--- src/include/arp_cache_cfg.svh ---
`ifndef ARP_CACHE_CFG_SVH
`define ARP_CACHE_CFG_SVH

//////////////////////////////////////////////////////////////////////
// Table geometry

// Hash buckets, one line of ways each
`define ARP_LINES_PER_WAY 16

// Ways per line, walked one after another
`define ARP_NUM_WAYS 4

//////////////////////////////////////////////////////////////////////
// Field widths

`define ARP_IP_BITS 32
`define ARP_MAC_BITS 48

// Table address is {line, way}
`define ARP_LINE_BITS ($clog2(`ARP_LINES_PER_WAY))
`define ARP_WAY_BITS ($clog2(`ARP_NUM_WAYS))
`define ARP_ADDR_BITS (`ARP_LINE_BITS + `ARP_WAY_BITS)

`endif

--- src/logic/arp_cache_pkg.sv ---
`include "arp_cache_cfg.svh"

package arp_cache_pkg;

	//////////////////////////////////////////////////////////////////////
	// Table row

	// One stored mapping, 80 bits
	// Valid flag is kept by the RAM next to the row
	typedef struct packed {
		logic [`ARP_IP_BITS-1:0] ip;
		logic [`ARP_MAC_BITS-1:0] mac;
	} arp_entry_t;

	//////////////////////////////////////////////////////////////////////
	// Pending requests

	// Learn waiting for the controller, hash already computed
	typedef struct packed {
		logic [`ARP_IP_BITS-1:0] ip;
		logic [`ARP_MAC_BITS-1:0] mac;
		logic [`ARP_LINE_BITS-1:0] line;
	} arp_learn_t;

	// Lookup waiting for the controller
	typedef struct packed {
		logic [`ARP_IP_BITS-1:0] ip;
		logic [`ARP_LINE_BITS-1:0] line;
	} arp_lookup_t;

	// Read data out of the table, tagged with its row
	typedef struct packed {
		logic valid;
		arp_entry_t entry;
		logic [`ARP_ADDR_BITS-1:0] addr;
	} arp_rd_result_t;

	// Controller states
	// Stages 0 and 1 only fill the read pipeline
	typedef enum logic [3:0] {
		IDLE = 4'h0,
		LOOKUP_0 = 4'h1,
		LOOKUP_1 = 4'h2,
		LOOKUP_2 = 4'h3,
		LOOKUP_3 = 4'h4,
		LOOKUP_4 = 4'h5,
		LEARN_0 = 4'h6,
		LEARN_1 = 4'h7,
		LEARN_2 = 4'h8,
		LEARN_3 = 4'h9,
		LEARN_4 = 4'ha,
		LEARN_5 = 4'hb
	} arp_state_t;

endpackage

--- src/logic/arp_way_scan.sv ---
`timescale 1ns/1ps
`include "arp_cache_cfg.svh"

module arp_way_scan import arp_cache_pkg::*; (
	input logic clk,
	input logic reset,
	input arp_rd_result_t rd_result,
	input logic scan_start,
	input logic scan_active,
	input logic [`ARP_IP_BITS-1:0] target_ip,
	output logic match,
	output logic [`ARP_ADDR_BITS-1:0] match_addr,
	output logic [`ARP_MAC_BITS-1:0] match_mac,
	output logic [`ARP_ADDR_BITS-1:0] victim_addr
);

	// Set once an empty way turns up in this walk
	logic empty_seen;

	//////////////////////////////////////////////////////////////////////
	// Hit detection

	assign match = scan_active && rd_result.valid && (rd_result.entry.ip == target_ip);
	assign match_addr = rd_result.addr;
	assign match_mac = rd_result.entry.mac;

	//////////////////////////////////////////////////////////////////////
	// Replacement choice

	always_ff @(posedge clk) begin
		if (reset) begin
			empty_seen <= 1'b0;
		end else if (scan_start) begin
			empty_seen <= 1'b0;
		end else if (scan_active && !match && !rd_result.valid) begin
			empty_seen <= 1'b1;
		end
	end

	// Latest empty way wins
	// full line falls back to whatever was scanned last
	always_ff @(posedge clk) begin
		if (scan_active && !match) begin
			if (!rd_result.valid || !empty_seen) begin
				victim_addr <= rd_result.addr;
			end
		end
	end

endmodule

--- config.mk ---
export PLATFORM = sky130hd
export DESIGN_NAME = arp_way_scan
export DESIGN_NICKNAME = d
export VERILOG_FILES = /design/src/logic/arp_cache_pkg.sv /design/src/logic/arp_way_scan.sv
export VERILOG_INCLUDE_DIRS = /design/src /design/src/include
export SDC_FILE = /design/constraint.sdc
export NUM_CORES = 1
export LEC_CHECK = 0
export ABC_AREA = 1
export BUFFER_PORTS_ARGS = -buffer_cell sky130_fd_sc_hd__buf_2
export CAP_MARGIN = 20
export CELL_PAD_IN_SITES_DETAIL_PLACEMENT = 2
export CELL_PAD_IN_SITES_GLOBAL_PLACEMENT = 2
export CORE_MARGIN = 2
export CORE_UTILIZATION = 12
export CTS_BUF_LIST = sky130_fd_sc_hd__clkbuf_8
export DETAILED_ROUTE_END_ITERATION = 8
export HOLD_SLACK_MARGIN = 0.03
export PLACE_DENSITY_LB_ADDON = 0.12
export SLEW_MARGIN = 0
export SYNTH_ARGS = -nofsm -noshare
export SYNTH_HDL_FRONTEND = slang
export SYNTH_SLANG_ARGS = --single-unit
--- constraint.sdc ---
create_clock -name clk -period 3.8 [get_ports clk]
set_input_delay 0.76 -clock clk [delete_from_list [all_inputs] [get_ports clk]]
set_output_delay 0.76 -clock clk [all_outputs]
set_load 0.02 [all_outputs]
==> qor.csv <==
metric,value,unit
status,completed,
min cycle time layout,2.48,ns
area of the multi-input gates,475,um2
die height,104,um
Die Area,0.0109,mm2
Gate Count Post-Synth,201,
number of flops mapped to enable cells by yosys,6,
Yosys top cell area share,0.336,
Routed WL,3570,um
CTS Hold Bufs,0,
Async SR Flop Fraction,0,
vias in the first global route,1293,
Nets,362,
Final period util,0.653,
Yosys cell types,14,
CP Data Required Time,3.04,ns
core area,0.00977,mm2
most frequent CP cell,nor2_1,
initial core utilization,0.123,
crit-path max FO,2,
clk_skew,0.000610,ns
Die W,104,um
PostCTS Resize Cnt,0,
# IOs,184,
first-pass GRT wire length,5890,um
dominant cells by area after synthesis,"buf_4, nand2_1, edfxtp_1",
port bufs,87,
Vias,1171,
grt ovf,0,
power density cells,206,mW/mm2
"Top FF cell, synth",edfxtp_1,
clock tree buffer depth,2,
drt pass-1 iters,2,
crit path launch type,primary input,
Yosys top cell by area,buf_4,
worst slew pin tran,0.585,ns
Setup TNS,0,ns
max-cap violation count,0,
Ant. Diodes,0,
"Seq/Total Area, Yosys",0.166,
Finished Layout Cells,371,
CTS buffer count,3,
number of nets with antenna violations after routing,0,
Pins Over Slew Limit,0,
vias per cell,3.16,
slew margin rel.,0.609,
DR WL/cell,9.62,um
Critical Setup Path Class,in2out,
Syn Std Cell Area,0.00120,mm2
Clock Tree Root,clkbuf_8,
TritonCTS clock tree,yes,
CP Capture Type,output port,
Post-CTS Setup Bufs,0,
largest net degree at the start of global routing,7,
Pleak,0.865,nW
Final setup viols,0,
Post-DP HPWL,3390,um
initial antenna violation count,0,
H-tree Lvls,1,
RSZ-0062 raised after global routing,false,
Synth Net Count,324,
share of cells above drive strength 1,0.399,
Ys Warns,0,
Routability Congestion,0.619,
DRC violations left,0,
synthesis-to-layout area growth,20.0,%
area occupied by registers,200,um2
syn_area_per_cell,5.99,um2
Placement Rows,36,
CP Cell Sequence,buf_2 > nor2_1 > nor2_1 > nor2_1 > nand2_1 > nor2_1 > nand3_1 > nor2_2 > buf_2,
Fin. Hold Viols,0,
CTS clock-pin slew for the worst setup and hold paths,0.04,ns
Arrival @ worst endpoint,1.72,ns
Worst path max stage delay,0.18,ns
CP max-delay cell,buf_2,
worst min path class,reg2reg,
number of fill cells,1229,
fmax,403,MHz
GR Util All Layers,0.0654,
"FF+latch count, synth",7,
Max VDD drop,93.0,uV
synth cell count leaders,"nand2_1, buf_4, inv_1",
Initial DRC Count,13,
# clock sinks,7,
"count leader, synth",nand2_1,
placed insts,367,
worst skew pair latency,0.22,ns
## critical path: cells and delay by family
| family | cells | cell delay [ns] |
|---|---|---|
| and+or+nand+nor | 7 | 0.68 |
| buffers and inverters | 2 | 0.28 |
## final timing paths
path	startpoint	end	slack (ns)	cells past startpoint
setup / recovery	target_ip[2]	match	1.32	9
hold / removal	empty_seen$_SDFFE_PP0P_	empty_seen$_SDFFE_PP0P_	0.52	2
setup reg to reg	empty_seen$_SDFFE_PP0P_	victim_addr[3]$_DFFE_PP_	2.57	3
hold reg to reg	empty_seen$_SDFFE_PP0P_	empty_seen$_SDFFE_PP0P_	0.52	2
## placed cells by master, fill, tap and decap left out
| master | netlist | layout |
|---|---|---|
| a21oi_1 | 1 | 1 |
| nor3_1 | 2 | 2 |
| nand2_1 | 55 | 55 |
| buf_2 | 0 | 87 |
| or2_2 | 4 | 4 |
| nor2_1 | 28 | 28 |
| inv_1 | 33 | 34 |
| nor2_2 | 1 | 1 |
| clkbuf_8 | 0 | 3 |
| edfxtp_1 | 6 | 6 |
| nand3_1 | 4 | 4 |
| xnor2_1 | 6 | 6 |
| xor2_1 | 4 | 4 |
| dfxtp_1 | 1 | 1 |
| o21ai_0 | 2 | 2 |
## cell families (layout without fill, tap and decap cells)
kind of cell / count (synthesis) / count (layout) / share of synthesized area
buf+inv: 87 / 124 / 0.439
xor+xnor: 10 / 10 / 0.0727
flops: 7 / 7 / 0.166
simple gates: 94 / 94 / 0.309
compound gates: 3 / 3 / 0.0125
## registers in the layout, summed over array words and instances, names as in the netlist
signal	cells
empty_seen	1
victim_addr	6
## where the power goes
group | internal [mW] | switching [mW] | total [mW] | leakage, nW
Combinational | 0.0534 | 0.0559 | 0.109 | 0.771
Sequential | 0.0886 | 0.000977 | 0.0896 | 0.0667
Clock | 0.0696 | 0.0300 | 0.0997 | 0.0269
Total | 0.212 | 0.0869 | 0.299 | 0.865
## layout make-up
cell class / count / share of cell area
Clock inverter: 1 / 0.00260
Tap cell: 133 / 0.115
Clock buffer: 3 / 0.0285
Inverter: 33 / 0.0856
Multi-Input combinational cell: 107 / 0.329
Timing Repair Buffer: 87 / 0.301
Sequential cell: 7 / 0.138
## metrics by stage
stage	utilization	power, mW	cell area [um2]	hold WS [ns]	worst slack, ns
final	0.148	0.299	1450	0.519	1.32
after global routing	0.148	0.325	1450	0.586	1.08
after CTS	0.148	0.307	1450	0.523	1.22
after detailed placement	0.143	0.204	1400	0.514	1.21
after global placement	0.143	0.203	1400	0.526	1.21
after floorplan	-	0.220	1200	0.481	1.63
## metal layers
layer,share of wire,GRT usage
met2,0.47,0.115
met3,0.10,0.0263
met5,0,0
met4,0.0017,0.0145
met1,0.42,0.0740
Note: power is estimated with default switching activity, not from simulation.
