[config.mk]
export PLATFORM = sky130hd
export DESIGN_NAME = arp_request_unit
export DESIGN_NICKNAME = d
export VERILOG_FILES = /design/src/logic/arp_cache_pkg.sv /design/src/logic/arp_request_unit.sv
export VERILOG_INCLUDE_DIRS = /design/src /design/src/include
export SDC_FILE = /design/constraint.sdc
export NUM_CORES = 1
export LEC_CHECK = 0
export CELL_PAD_IN_SITES_DETAIL_PLACEMENT = 0
export CELL_PAD_IN_SITES_GLOBAL_PLACEMENT = 1
export CORE_MARGIN = 2
export CORE_UTILIZATION = 30
export CTS_BUF_LIST = sky130_fd_sc_hd__clkbuf_16
export DETAILED_ROUTE_END_ITERATION = 8
export DONT_BUFFER_PORTS = 1
export PLACE_DENSITY = 0.59
export SYNTH_ARGS = -nofsm -noshare
export SYNTH_HDL_FRONTEND = slang
export SYNTH_SLANG_ARGS = --single-unit
[constraint.sdc]
create_clock -name clk -period 14.62 [get_ports clk]
set_input_delay 2.193 -clock clk [delete_from_list [all_inputs] [get_ports clk]]
set_output_delay 2.193 -clock clk [all_outputs]
set_load 0.01 [all_outputs]
[src/include/arp_cache_cfg.svh]
`ifndef ARP_CACHE_CFG_SVH
`define ARP_CACHE_CFG_SVH

//////////////////////////////////////////////////////////////////////
// Table geometry

// Hash buckets, one line of ways each
`define ARP_LINES_PER_WAY 16

// Ways per line, walked one after another
`define ARP_NUM_WAYS 4

//////////////////////////////////////////////////////////////////////
// Field widths

`define ARP_IP_BITS 32
`define ARP_MAC_BITS 48

// Table address is {line, way}
`define ARP_LINE_BITS ($clog2(`ARP_LINES_PER_WAY))
`define ARP_WAY_BITS ($clog2(`ARP_NUM_WAYS))
`define ARP_ADDR_BITS (`ARP_LINE_BITS + `ARP_WAY_BITS)

`endif

[src/logic/arp_cache_pkg.sv]
`include "arp_cache_cfg.svh"

package arp_cache_pkg;

	//////////////////////////////////////////////////////////////////////
	// Table row

	// One stored mapping, 80 bits
	// Valid flag is kept by the RAM next to the row
	typedef struct packed {
		logic [`ARP_IP_BITS-1:0] ip;
		logic [`ARP_MAC_BITS-1:0] mac;
	} arp_entry_t;

	//////////////////////////////////////////////////////////////////////
	// Pending requests

	// Learn waiting for the controller, hash already computed
	typedef struct packed {
		logic [`ARP_IP_BITS-1:0] ip;
		logic [`ARP_MAC_BITS-1:0] mac;
		logic [`ARP_LINE_BITS-1:0] line;
	} arp_learn_t;

	// Lookup waiting for the controller
	typedef struct packed {
		logic [`ARP_IP_BITS-1:0] ip;
		logic [`ARP_LINE_BITS-1:0] line;
	} arp_lookup_t;

	// Read data out of the table, tagged with its row
	typedef struct packed {
		logic valid;
		arp_entry_t entry;
		logic [`ARP_ADDR_BITS-1:0] addr;
	} arp_rd_result_t;

	// Controller states
	// Stages 0 and 1 only fill the read pipeline
	typedef enum logic [3:0] {
		IDLE = 4'h0,
		LOOKUP_0 = 4'h1,
		LOOKUP_1 = 4'h2,
		LOOKUP_2 = 4'h3,
		LOOKUP_3 = 4'h4,
		LOOKUP_4 = 4'h5,
		LEARN_0 = 4'h6,
		LEARN_1 = 4'h7,
		LEARN_2 = 4'h8,
		LEARN_3 = 4'h9,
		LEARN_4 = 4'ha,
		LEARN_5 = 4'hb
	} arp_state_t;

endpackage

[src/logic/arp_request_unit.sv]
`timescale 1ns/1ps
`include "arp_cache_cfg.svh"

module arp_request_unit import arp_cache_pkg::*; (
	input logic clk,
	input logic reset,
	input logic lookup_en,
	input logic [`ARP_IP_BITS-1:0] lookup_ip,
	input logic learn_en,
	input logic [`ARP_IP_BITS-1:0] learn_ip,
	input logic [`ARP_MAC_BITS-1:0] learn_mac,
	input logic lookup_take,
	input logic learn_take,
	input logic learn_clear,
	output logic lookup_pending,
	output logic learn_pending,
	output arp_lookup_t pending_lookup,
	output arp_learn_t pending_learn
);

	localparam int LINE_BITS = `ARP_LINE_BITS;

	logic learn_held;
	logic learn_active;
	logic learn_accept;

	//////////////////////////////////////////////////////////////////////
	// Line hash

	// Byte sum xor low half, low bits pick the line
	function automatic logic [LINE_BITS-1:0] line_hash(input logic [`ARP_IP_BITS-1:0] ip);
		logic [15:0] byte_sum;
		byte_sum = 16'(ip[7:0]) + 16'(ip[15:8]) + 16'(ip[23:16]) + 16'(ip[31:24]);
		return LINE_BITS'(byte_sum ^ ip[15:0]);
	endfunction

	// A second learn while one is held is thrown away
	assign learn_accept = learn_en && !learn_held;

	// Held learn is hidden from the controller while it is being walked
	assign learn_pending = learn_held && !learn_active;

	always_ff @(posedge clk) begin
		if (reset) begin
			lookup_pending <= 1'b0;
			learn_held <= 1'b0;
			learn_active <= 1'b0;
		end else begin
			if (lookup_en) begin
				lookup_pending <= 1'b1;
			end else if (lookup_take) begin
				lookup_pending <= 1'b0;
			end

			if (learn_accept) begin
				learn_held <= 1'b1;
			end else if (learn_clear) begin
				learn_held <= 1'b0;
			end

			if (learn_take) begin
				learn_active <= 1'b1;
			end else if (learn_clear) begin
				learn_active <= 1'b0;
			end
		end
	end

	// Request payloads
	always_ff @(posedge clk) begin
		if (lookup_en) begin
			pending_lookup <= '{ip: lookup_ip, line: line_hash(lookup_ip)};
		end
		if (learn_accept) begin
			pending_learn <= '{ip: learn_ip, mac: learn_mac, line: line_hash(learn_ip)};
		end
	end

endmodule

==> Flow_metrics.wiki <==
{| class="wikitable"
! Metric !! Value
|-
| Number of synthesized register bits || 123
|-
| GR Layer Usage met3 || 6.32%
|-
| Hold Violations, Final || 0
|-
| Number of global-route vias before repair || 1,771
|-
| Pint || 0.674 mW
|-
| DIE WIDTH || 123 um
|-
| Number of clock sinks seen by CTS || 123
|-
| Area grow syn2layout || 18.4%
|-
| DRT antenna net count || 0
|-
| Number of iterations in the first detailed-routing pass || 4
|-
| Synthesized-area fraction occupied by ao, oa, aoi and oai cells || 0.415%
|-
| Maximum number of pins on one net before global-route repair || 85
|-
| Longest Clk Path Bufs || 2
|-
| Weighted congestion reported at the end of routability-driven placement || 0.671
|-
| Post-CTS Resized || 0
|-
| Highest attainable clock frequency || 237 MHz
|-
| Initial drt markers || 79
|-
| Cell leakage power || 1.75 nW
|-
| Global-route wire length before repair || 11.2 mm
|-
| Main combinational cell family by area after synthesis || adder cells
|-
| # nets final || 336
|-
| Post-Synthesis Cell Area || 4230 um2
|-
| Share of total power in combinational logic || 4.8%
|-
| IO buf count || 0
|-
| Y dimension of the die || 123 um
|-
| Post-synthesis sequential area ratio || 86.7%
|-
| Shortest clock period the worst path allows after layout || 4.22 ns
|-
| IR Drop Worst-Case VDD || 65.4 uV
|-
| Hold_ws || 0.461 ns
|-
| Final routed wirelength across all metal layers || 8.33 mm
|-
| Remaining global-route overflow || 0
|-
| Most heavily used metal layer in global routing || met2
|-
| Hold Crit Class || flip-flop to flip-flop
|-
| Synthesized-area fraction occupied by xor and xnor cells || 3.55%
|-
| Number of warning messages in the yosys log || 0
|-
| Worst path required time || 14.77 ns
|-
| Total clock buffers created by CTS || 17
|-
| Status || finished clean
|-
| Psw || 0.192 mW
|-
| Post-synthesis mux area share || 0%
|-
| Drt wl/cell || 21.1 um
|-
| Final period utilization || 28.9%
|-
| Number of buffers inserted by hold repair at cts || 0
|-
| Initial antenna violation count || 1
|-
| Commonest non-fill, non-tap cell in the layout || edfxtp_1
|-
| Root buffer cell || clkbuf_16
|-
| Met1 demand-to-capacity share in global routing || 11.4%
|-
| Final routed DRC violation total || 0
|-
| Number of primary I/O pins || 241
|-
| Core Util, Final || 36.2%
|-
| Fraction of layout instances using a drive strength above 1 || 13.1%
|-
| Starting utilization of the core area || 30.6%
|-
| Syn_nets || 316
|-
| Buffers inserted during post-CTS setup optimization || 0
|-
| Worst clock skew || 0.00433 ns
|-
| Switching Fraction || 22.2%
|-
| Post-synthesis share of cell area spent on full adders, half adders and majority gates || 6.87%
|-
| Max-capacitance violation count || 0
|-
| Clock network latency to the later pin of the worst-skew pair || 0.41 ns
|-
| Detailed-route via count || 1,654
|-
| Share of power burned in the clock network || 43.2%
|-
| Relative slew slack || 28.8%
|-
| Kind of capture point of the worst setup path || flip-flop
|-
| Worst path arrival time || 4.37 ns
|-
| Power per Cell Area || 173 nW/um2
|-
| Unrepaired setup endpoints after global routing || false
|-
| Type of the worst setup path || input port to flip-flop
|-
| Largest fanout on the critical path || 3
|-
| Average cell area after synthesis || 23.3 um2
|-
| Synthesized instance count || 181
|-
| Number of vias per cell after detailed routing || 4.19
|-
| Area share of and/or/nand/nor cells after synthesis || 0.681%
|-
| Clock tree from TritonCTS || done
|-
| Startpoint Class || input port
|-
| CTS H-tree lvls || 4
|-
| DP Wirelength || 6.08 mm
|-
| Num rows || 43
|-
| Final TNS setup || 0 ns
|-
| Number of setup violations in the final report || 0
|-
| Transition time at the pin with the least slew margin || 1.07 ns
|-
| GR Util All Layers || 11.0%
|-
| Leading cell types in the layout, fill and taps excluded || edfxtp_1 (120), inv_1 (22), clkbuf_16 (17)
|-
| Clock Pin Slew Worst Setup and Hold Paths || 0.05 ns
|-
| Core Box Area || 13,800 um2
|-
| Power share of the sequential group || 52.0%
|-
| DIE AREA || 15,000 um2
|-
| Slew Viols, Final || 0
|-
| Global-route track usage on met2 || 17.1%
|-
| Post-synthesis cell type count || 13
|}
[metal layers]
metal  vias up  wire, um
li1        711         -
met3        12       793
met5         -         0
met4         0       201
met1       806      2970
met2       125      4360
[registers in the layout, indices dropped and copies added (netlist names)]
register and cells:
learn_held 1, pending_learn 84, learn_active 1, lookup_pending 1
pending_lookup 36
[cells by family (layout without fill, tap and decap cells)]
group,after synthesis,in the layout
buffers and inverters,20,53
XOR/XNOR,14,14
adder cells (fa/ha/maj),16,16
flip-flops,123,123
AO/OA/AOI/OAI,3,3
AND/OR/NAND/NOR,5,5
other,0,1
[critical path, cell delays in order]
cell and delay [ns]:
inv_1 0.04, fa_1 0.56, fa_1 0.41, inv_1 0.06, ha_1 0.14, inv_1 0.05, fa_1 0.37, xnor2_1 0.22
xnor3_1 0.32
[power groups by stage]
stage | Clock, mW | Combinational [mW] | Sequential (mW)
floorplan | 0 | 0.0346 | 0.453
global placement | 0 | 0.0414 | 0.458
detailed placement | 0 | 0.0426 | 0.458
CTS | 0.387 | 0.0434 | 0.452
global route | 0.402 | 0.0490 | 0.453
finish | 0.374 | 0.0419 | 0.450
[worst paths after layout]
check                           depth (start not counted)                 startpoint  slack [ns]                          end
worst max register to register                          2    learn_held$_SDFFE_PP0P_       12.91   pending_learn[8]$_DFFE_PP_
worst min register to register                          2  learn_active$_SDFFE_PP0P_        0.46    learn_active$_SDFFE_PP0P_
worst min-delay path                                    2  learn_active$_SDFFE_PP0P_        0.46    learn_active$_SDFFE_PP0P_
worst max-delay path                                    9               lookup_ip[1]       10.40  pending_lookup[3]$_DFFE_PP_
[synth_stat cells, drive strengths merged]
cell	count	area share, %
a211oi	1	0.18
a21oi	2	0.24
dfxtp	3	1.4
edfxtp	120	85
fa	12	5.7
ha	4	1.2
inv	20	1.8
nand2b	2	0.30
nor2	1	0.089
nor2b	2	0.30
xnor2	6	1.2
xnor3	2	1.1
xor2	6	1.2
[metrics by stage]
stage               instances  worst slack [ns]  cell area, um2  power, mW
finish                    395             10.40            5000      0.866
global route              394             10.32            5000      0.904
CTS                       394             10.40            5000      0.882
detailed placement        362              9.97            4470      0.501
floorplan                 181              8.22            4230      0.488
global placement          362             10.00            4470      0.500
[cell type report]
cell class	instances	area [um2]
Fill cell	1270	8820
Sequential cell	123	3660
Multi-Input combinational cell	38	494
Clock buffer	17	425
Tap cell	180	225
Clock inverter	15	111
Inverter	20	75.1
Timing Repair Buffer	1	7.51
Antenna cell	1	2.50
(Power assumes the default switching activity.)
