<file path="src/include/arp_cache_cfg.svh">
`ifndef ARP_CACHE_CFG_SVH
`define ARP_CACHE_CFG_SVH

//////////////////////////////////////////////////////////////////////
// Table geometry

// Hash buckets, one line of ways each
`define ARP_LINES_PER_WAY 16

// Ways per line, walked one after another
`define ARP_NUM_WAYS 4

//////////////////////////////////////////////////////////////////////
// Field widths

`define ARP_IP_BITS 32
`define ARP_MAC_BITS 48

// Table address is {line, way}
`define ARP_LINE_BITS ($clog2(`ARP_LINES_PER_WAY))
`define ARP_WAY_BITS ($clog2(`ARP_NUM_WAYS))
`define ARP_ADDR_BITS (`ARP_LINE_BITS + `ARP_WAY_BITS)

`endif

</file>
<file path="src/logic/arp_cache_pkg.sv">
`include "arp_cache_cfg.svh"

package arp_cache_pkg;

	//////////////////////////////////////////////////////////////////////
	// Table row

	// One stored mapping, 80 bits
	// Valid flag is kept by the RAM next to the row
	typedef struct packed {
		logic [`ARP_IP_BITS-1:0] ip;
		logic [`ARP_MAC_BITS-1:0] mac;
	} arp_entry_t;

	//////////////////////////////////////////////////////////////////////
	// Pending requests

	// Learn waiting for the controller, hash already computed
	typedef struct packed {
		logic [`ARP_IP_BITS-1:0] ip;
		logic [`ARP_MAC_BITS-1:0] mac;
		logic [`ARP_LINE_BITS-1:0] line;
	} arp_learn_t;

	// Lookup waiting for the controller
	typedef struct packed {
		logic [`ARP_IP_BITS-1:0] ip;
		logic [`ARP_LINE_BITS-1:0] line;
	} arp_lookup_t;

	// Read data out of the table, tagged with its row
	typedef struct packed {
		logic valid;
		arp_entry_t entry;
		logic [`ARP_ADDR_BITS-1:0] addr;
	} arp_rd_result_t;

	// Controller states
	// Stages 0 and 1 only fill the read pipeline
	typedef enum logic [3:0] {
		IDLE = 4'h0,
		LOOKUP_0 = 4'h1,
		LOOKUP_1 = 4'h2,
		LOOKUP_2 = 4'h3,
		LOOKUP_3 = 4'h4,
		LOOKUP_4 = 4'h5,
		LEARN_0 = 4'h6,
		LEARN_1 = 4'h7,
		LEARN_2 = 4'h8,
		LEARN_3 = 4'h9,
		LEARN_4 = 4'ha,
		LEARN_5 = 4'hb
	} arp_state_t;

endpackage

</file>
<file path="src/logic/arp_cache_ctrl.sv">
`timescale 1ns/1ps
`include "arp_cache_cfg.svh"

module arp_cache_ctrl import arp_cache_pkg::*; (
	input logic clk,
	input logic reset,
	input logic lookup_pending,
	input arp_lookup_t pending_lookup,
	input logic learn_pending,
	input arp_learn_t pending_learn,
	input logic match,
	input logic [`ARP_ADDR_BITS-1:0] match_addr,
	input logic [`ARP_MAC_BITS-1:0] match_mac,
	input logic [`ARP_ADDR_BITS-1:0] victim_addr,
	output logic lookup_take,
	output logic learn_take,
	output logic learn_clear,
	output logic rd_en,
	output logic [`ARP_ADDR_BITS-1:0] rd_addr,
	output logic wr_en,
	output logic [`ARP_ADDR_BITS-1:0] wr_addr,
	output arp_entry_t wr_data,
	output logic scan_start,
	output logic scan_active,
	output logic [`ARP_IP_BITS-1:0] target_ip,
	output logic lookup_done,
	output logic lookup_hit,
	output logic [`ARP_MAC_BITS-1:0] lookup_mac
);

	localparam int WAY_BITS = `ARP_WAY_BITS;

	arp_state_t state;
	logic [WAY_BITS-1:0] next_way;
	logic addr_at_end;
	logic in_lookup_scan;
	logic in_learn_scan;

	// Way bits of the read address step through the line
	assign next_way = rd_addr[WAY_BITS-1:0] + 1'b1;
	assign addr_at_end = rd_addr[WAY_BITS-1:0] == '1;

	//////////////////////////////////////////////////////////////////////
	// Decoded strobes

	always_comb begin
		// Lookups win over learns
		lookup_take = (state == IDLE) && lookup_pending;
		learn_take = (state == IDLE) && !lookup_pending && learn_pending;
		scan_start = lookup_take || learn_take;
		// Read results are valid from stage 2 on
		in_lookup_scan = state inside {LOOKUP_2, LOOKUP_3, LOOKUP_4};
		in_learn_scan = state inside {LEARN_2, LEARN_3, LEARN_4};
		scan_active = in_lookup_scan || in_learn_scan;
		// Learn is finished once it writes, either in place or to the victim
		learn_clear = (in_learn_scan && match) || (state == LEARN_5);
	end

	//////////////////////////////////////////////////////////////////////
	// Walk sequencer

	always_ff @(posedge clk) begin
		if (reset) begin
			state <= IDLE;
			rd_en <= 1'b0;
			wr_en <= 1'b0;
			lookup_done <= 1'b0;
			lookup_hit <= 1'b0;
		end else begin
			// Single cycle strobes by default
			rd_en <= 1'b0;
			wr_en <= 1'b0;
			lookup_done <= 1'b0;
			lookup_hit <= 1'b0;

			case (state)
				IDLE: begin
					if (lookup_take) begin
						rd_en <= 1'b1;
						rd_addr <= {pending_lookup.line, {WAY_BITS{1'b0}}};
						target_ip <= pending_lookup.ip;
						state <= LOOKUP_0;
					end else if (learn_take) begin
						rd_en <= 1'b1;
						rd_addr <= {pending_learn.line, {WAY_BITS{1'b0}}};
						target_ip <= pending_learn.ip;
						state <= LEARN_0;
					end
				end

				// Pipeline fill, nothing to look at yet
				LOOKUP_0, LOOKUP_1, LEARN_0, LEARN_1: begin
					rd_en <= 1'b1;
					rd_addr[WAY_BITS-1:0] <= next_way;
					case (state)
						LOOKUP_0: state <= LOOKUP_1;
						LOOKUP_1: state <= LOOKUP_2;
						LEARN_0: state <= LEARN_1;
						default: state <= LEARN_2;
					endcase
				end

				// Results arriving, keep issuing until the last way
				LOOKUP_2, LEARN_2: begin
					if (addr_at_end) begin
						state <= (state == LOOKUP_2) ? LOOKUP_3 : LEARN_3;
					end else begin
						rd_en <= 1'b1;
						rd_addr[WAY_BITS-1:0] <= next_way;
					end
				end

				// Draining the straggling reads
				LOOKUP_3: state <= LOOKUP_4;
				LEARN_3: state <= LEARN_4;

				// Last way checked and nothing found
				LOOKUP_4: begin
					lookup_done <= 1'b1;
					lookup_mac <= '1;
					state <= IDLE;
				end

				LEARN_4: state <= LEARN_5;

				// Not in the line, victim now covers every way
				LEARN_5: begin
					wr_en <= 1'b1;
					wr_addr <= victim_addr;
					wr_data <= '{ip: pending_learn.ip, mac: pending_learn.mac};
					state <= IDLE;
				end

				default: state <= IDLE;
			endcase

			// Early exit on a hit, overrides the case above
			if (match && in_lookup_scan) begin
				lookup_done <= 1'b1;
				lookup_hit <= 1'b1;
				lookup_mac <= match_mac;
				state <= IDLE;
			end

			// Refresh in place
			if (match && in_learn_scan) begin
				wr_en <= 1'b1;
				wr_addr <= match_addr;
				wr_data <= '{ip: pending_learn.ip, mac: pending_learn.mac};
				state <= IDLE;
			end
		end
	end

endmodule

</file>
<file path="config.mk">
export PLATFORM = sky130hd
export DESIGN_NAME = arp_cache_ctrl
export DESIGN_NICKNAME = d
export VERILOG_FILES = /design/src/logic/arp_cache_pkg.sv /design/src/logic/arp_cache_ctrl.sv
export VERILOG_INCLUDE_DIRS = /design/src /design/src/include
export SDC_FILE = /design/constraint.sdc
export NUM_CORES = 1
export LEC_CHECK = 0
export BUFFER_PORTS_ARGS = -buffer_cell sky130_fd_sc_hd__buf_2
export CAP_MARGIN = 20
export CORE_AREA = 4 4 140 142
export CTS_BUF_LIST = sky130_fd_sc_hd__clkbuf_4 sky130_fd_sc_hd__clkbuf_8
export DETAILED_ROUTE_END_ITERATION = 8
export DIE_AREA = 0 0 144 146
export PLACE_DENSITY = 0.7
export SLEW_MARGIN = 0
export SYNTH_ARGS = -nofsm -noshare
export SYNTH_HDL_FRONTEND = slang
export SYNTH_SLANG_ARGS = --single-unit
export TNS_END_PERCENT = 50
</file>
<file path="constraint.sdc">
create_clock -name clk -period 13.6 [get_ports clk]
set_clock_uncertainty 0.2 [all_clocks]
set_input_delay 0 -clock clk [delete_from_list [all_inputs] [get_ports clk]]
set_output_delay 0 -clock clk [all_outputs]
set_load 0.05 [all_outputs]
</file>
==> impl_metrics.yaml <==
timing:
  rsz0062_at_grt: "false"
  fin_tns_setup_ps: 0
  slew_viol_final: 0
  fin_ws_ps: 10540
  relSlewSlack_pct: 40.6
  post-route-period-util_pct: 22.5
  setup_violations: 0
  fmax_ghz: 0.327
  post-route-min-period_ps: 3060
  finalHoldViolCount: 0
  worst_pin_slew_ps: 890
worst_setup_path:
  r2r_cells: 5
  cp-start-kind: "flip-flop"
  crit_path_top_delay_cell: "buf_4"
  worstSetupPathType: "reg2reg"
  critPathRequiredTime_ps: 13490
  cp-end-kind: "flip-flop"
  critical_path.top_delay_family: "buffers and inverters"
  crit_cells: 5
  crit_fanout: 69
  reg2reg_from: "state[3]"
  reg2reg_slack_ps: 10540
  path_cells: "inv_1, nor2_1, o21a_1, nor2b_4, buf_4"
  cpPeakStageDelay_ps: 770
  path_buf_inv: 2
  arrival_ps: 2940
  reg2reg_to: "wr_data[40]"
yosys:
  ys_types: 42
  netlist_area_sq_um: 6640
  synth_seq_area_share_pct: 80.3
  synthAdderAreaFrac_pct: 0.189
  avgSynthCellArea_sq_um: 19.3
  ys_warn_count: 0
  ys.flop_type: "edfxtp_1"
  synth-simple-area-share_pct: 8.09
  ys_ff_latch: 180
  synth_xor_area_share_pct: 0.132
  netlist_instances: 344
  async_flop_share_pct: 0
  synth_compound_area_share_pct: 2.56
  muxShareOfSynthArea_pct: 7.13
  synth-edff-count: 172
  synth_nets: 530
  synth_top_family_by_area: "simple AND/OR/NAND/NOR gates"
cts:
  post_cts_buffers: 0
  ctsLongestPathBuffers: 2
  cts_buffers: 17
  cts_tree: "yes"
  clk_latency_ps: 460
  path_clk_slew_ps: 110
  clock_sinks: 180
  h-tree-depth: 4
  clock-root-buffer: "clkbuf_8"
route:
  ant_nets: 0
  wire_per_inst_um: 18.5
  dr_total_vias: 5264
  drc: 0
  drt-vias-per-instance: 4.57
  drt-initial-drc-count: 204
  dr.pass1.iters: 7
  wirelength_mm: 21.3
die:
  start_util_pct: 36.0
  fp.dieArea_sq_um: 21000
  ioPinCount: 366
  core_sq_um: 18500
  die_w_um: 144
  rows: 50
  die_h_um: 146
hold_path:
  hold_depth: 2
  hold_end: "wr_data[44]"
  hold_path.startpoint: "pending_learn[48]"
  hp-class: "in2reg"
power_and_ir_drop:
  pwr-share-comb_pct: 31.3
  p_seq_share_pct: 45.7
  p_sw_uw: 568
  ir_drop_uv: 94.4
  p_sw_share_pct: 36.4
  internal_power_uw: 992
  p_clk_share_pct: 23.0
  leakage_uw: 0.00443
  powerDensity_nw_per_um2: 142
global_route:
  grt_pass1_vias: 5650
  grt_pass1_wl_mm: 31.1
  grt.total_usage_pct: 19.6
  grt_max_degree: 70
  grt_overflow: 0
  antenna_found_initial: 2
place:
  dp_slack_ps: 10550
  gp_congestion: 0.821
  dp_hpwl_mm: 13.9
  io_buffers: 365
finish:
  num-nets-final: 1089
  final_cell_mix: "buf_2, dlygate4sd3_1, edfxtp_1"
  final_util_pct: 59.5
  layout_commonest_cell: "buf_2"
  drive_above_1_share_pct: 49.7
  area_growth_pct: 65.4
job:
  max-cap-violations: 0
status:
  status: "finished clean"
per-stage QoR:
step           instances  hold slack, ps  total power, uW  area, sq um
5_1_grt             1152            4.75             1630        11000
4_1_cts             1149            6.46             1570        11000
3_5_place_dp         932           -21.8             1160         8700
6_report            1152            38.5             1560        11000
3_3_place_gp         932           -23.3             1150         8700
2_1_floorplan        344            -107             1060         6640
layer usage:
layer	vias up	routed length, um	global-route usage [%]
li1	2438	-	-
met1	2526	7260	20.0
met2	249	11600	35.8
met3	51	1640	6.01
met4	0	760	9.09
met5	-	0	0
what timing repair did:
item | CTS | global route
gates resized for setup | 0 | 0
hold endpoints to repair | 195 | 0
hold buffers | 185 | 0
power by group through the flow:
| stage | logic, uW | registers, uW | clock network [uW] |
|---|---|---|---|
| 6_report | 489 | 712 | 359 |
| 5_1_grt | 517 | 718 | 391 |
| 4_1_cts | 484 | 712 | 369 |
| 3_5_place_dp | 435 | 725 | 0 |
| 3_3_place_gp | 430 | 722 | 0 |
| 2_1_floorplan | 178 | 877 | 0 |
worst register-to-register path, stage by stage (launching register included):
cell and delay [ps]:
dfxtp_1 660, inv_1 200, nor2_1 140, o21a_1 160, nor2b_4 490, buf_4 780
state kept, by name, indices dropped and copies added (netlist names):
| name | flops |
|---|---|
| lookup_done | 1 |
| lookup_hit | 1 |
| lookup_mac | 48 |
| rd_addr | 6 |
| rd_en | 1 |
| state | 4 |
| target_ip | 32 |
| wr_addr | 6 |
| wr_data | 80 |
| wr_en | 1 |
cell usage after synthesis (2+ instances only):
library cell | instances | share of area (%)
a211oi_1 | 2 | 0.23
a21oi_1 | 3 | 0.23
a221oi_1 | 5 | 0.66
and3_1 | 2 | 0.19
buf_2 | 2 | 0.15
buf_6 | 4 | 0.68
clkbuf_1 | 5 | 0.28
dfxtp_1 | 8 | 2.4
edfxtp_1 | 172 | 78
inv_1 | 3 | 0.17
mux2_2 | 42 | 7.1
nand2_1 | 3 | 0.17
nand2b_1 | 34 | 3.2
nand3_1 | 3 | 0.23
nor2_1 | 4 | 0.23
nor2b_1 | 7 | 0.66
nor3_1 | 2 | 0.15
o21a_1 | 2 | 0.23
o21ai_0 | 3 | 0.23
o22ai_1 | 2 | 0.19
or2b_1 | 15 | 1.7
worst max-delay path by stage:
stage | startpoint | endpoint | slack, ps
2_1_floorplan | state[1] | wr_addr[0] | 7720
3_3_place_gp | state[3] | wr_data[12] | 10600
3_5_place_dp | state[3] | wr_data[43] | 10550
4_1_cts | state[3] | wr_data[40] | 10520
5_1_grt | state[3] | wr_data[40] | 10270
6_report | state[3] | wr_data[40] | 10540
final cells by class:
class | instances | area, sq um
diodes | 2 | 5.00
clock buffers | 17 | 234
clock inverters | 15 | 165
fillers | 1391 | 7480
inverters | 3 | 11.3
multi-input cells | 147 | 1220
flip-flops and latches | 180 | 5330
well taps | 234 | 293
repair buffers | 554 | 3720
cell families (layout without fill, tap and decap cells):
kind of cell	count (synthesis)	after routing
AO/OA/AOI/OAI	23	23
buffers and inverters	17	589
XOR/XNOR	1	1
other	0	2
AND/OR/NAND/NOR	80	80
flip-flops	180	180
multiplexers	42	42
adder cells (fa/ha/maj)	1	1
(Power assumes the default switching activity.)
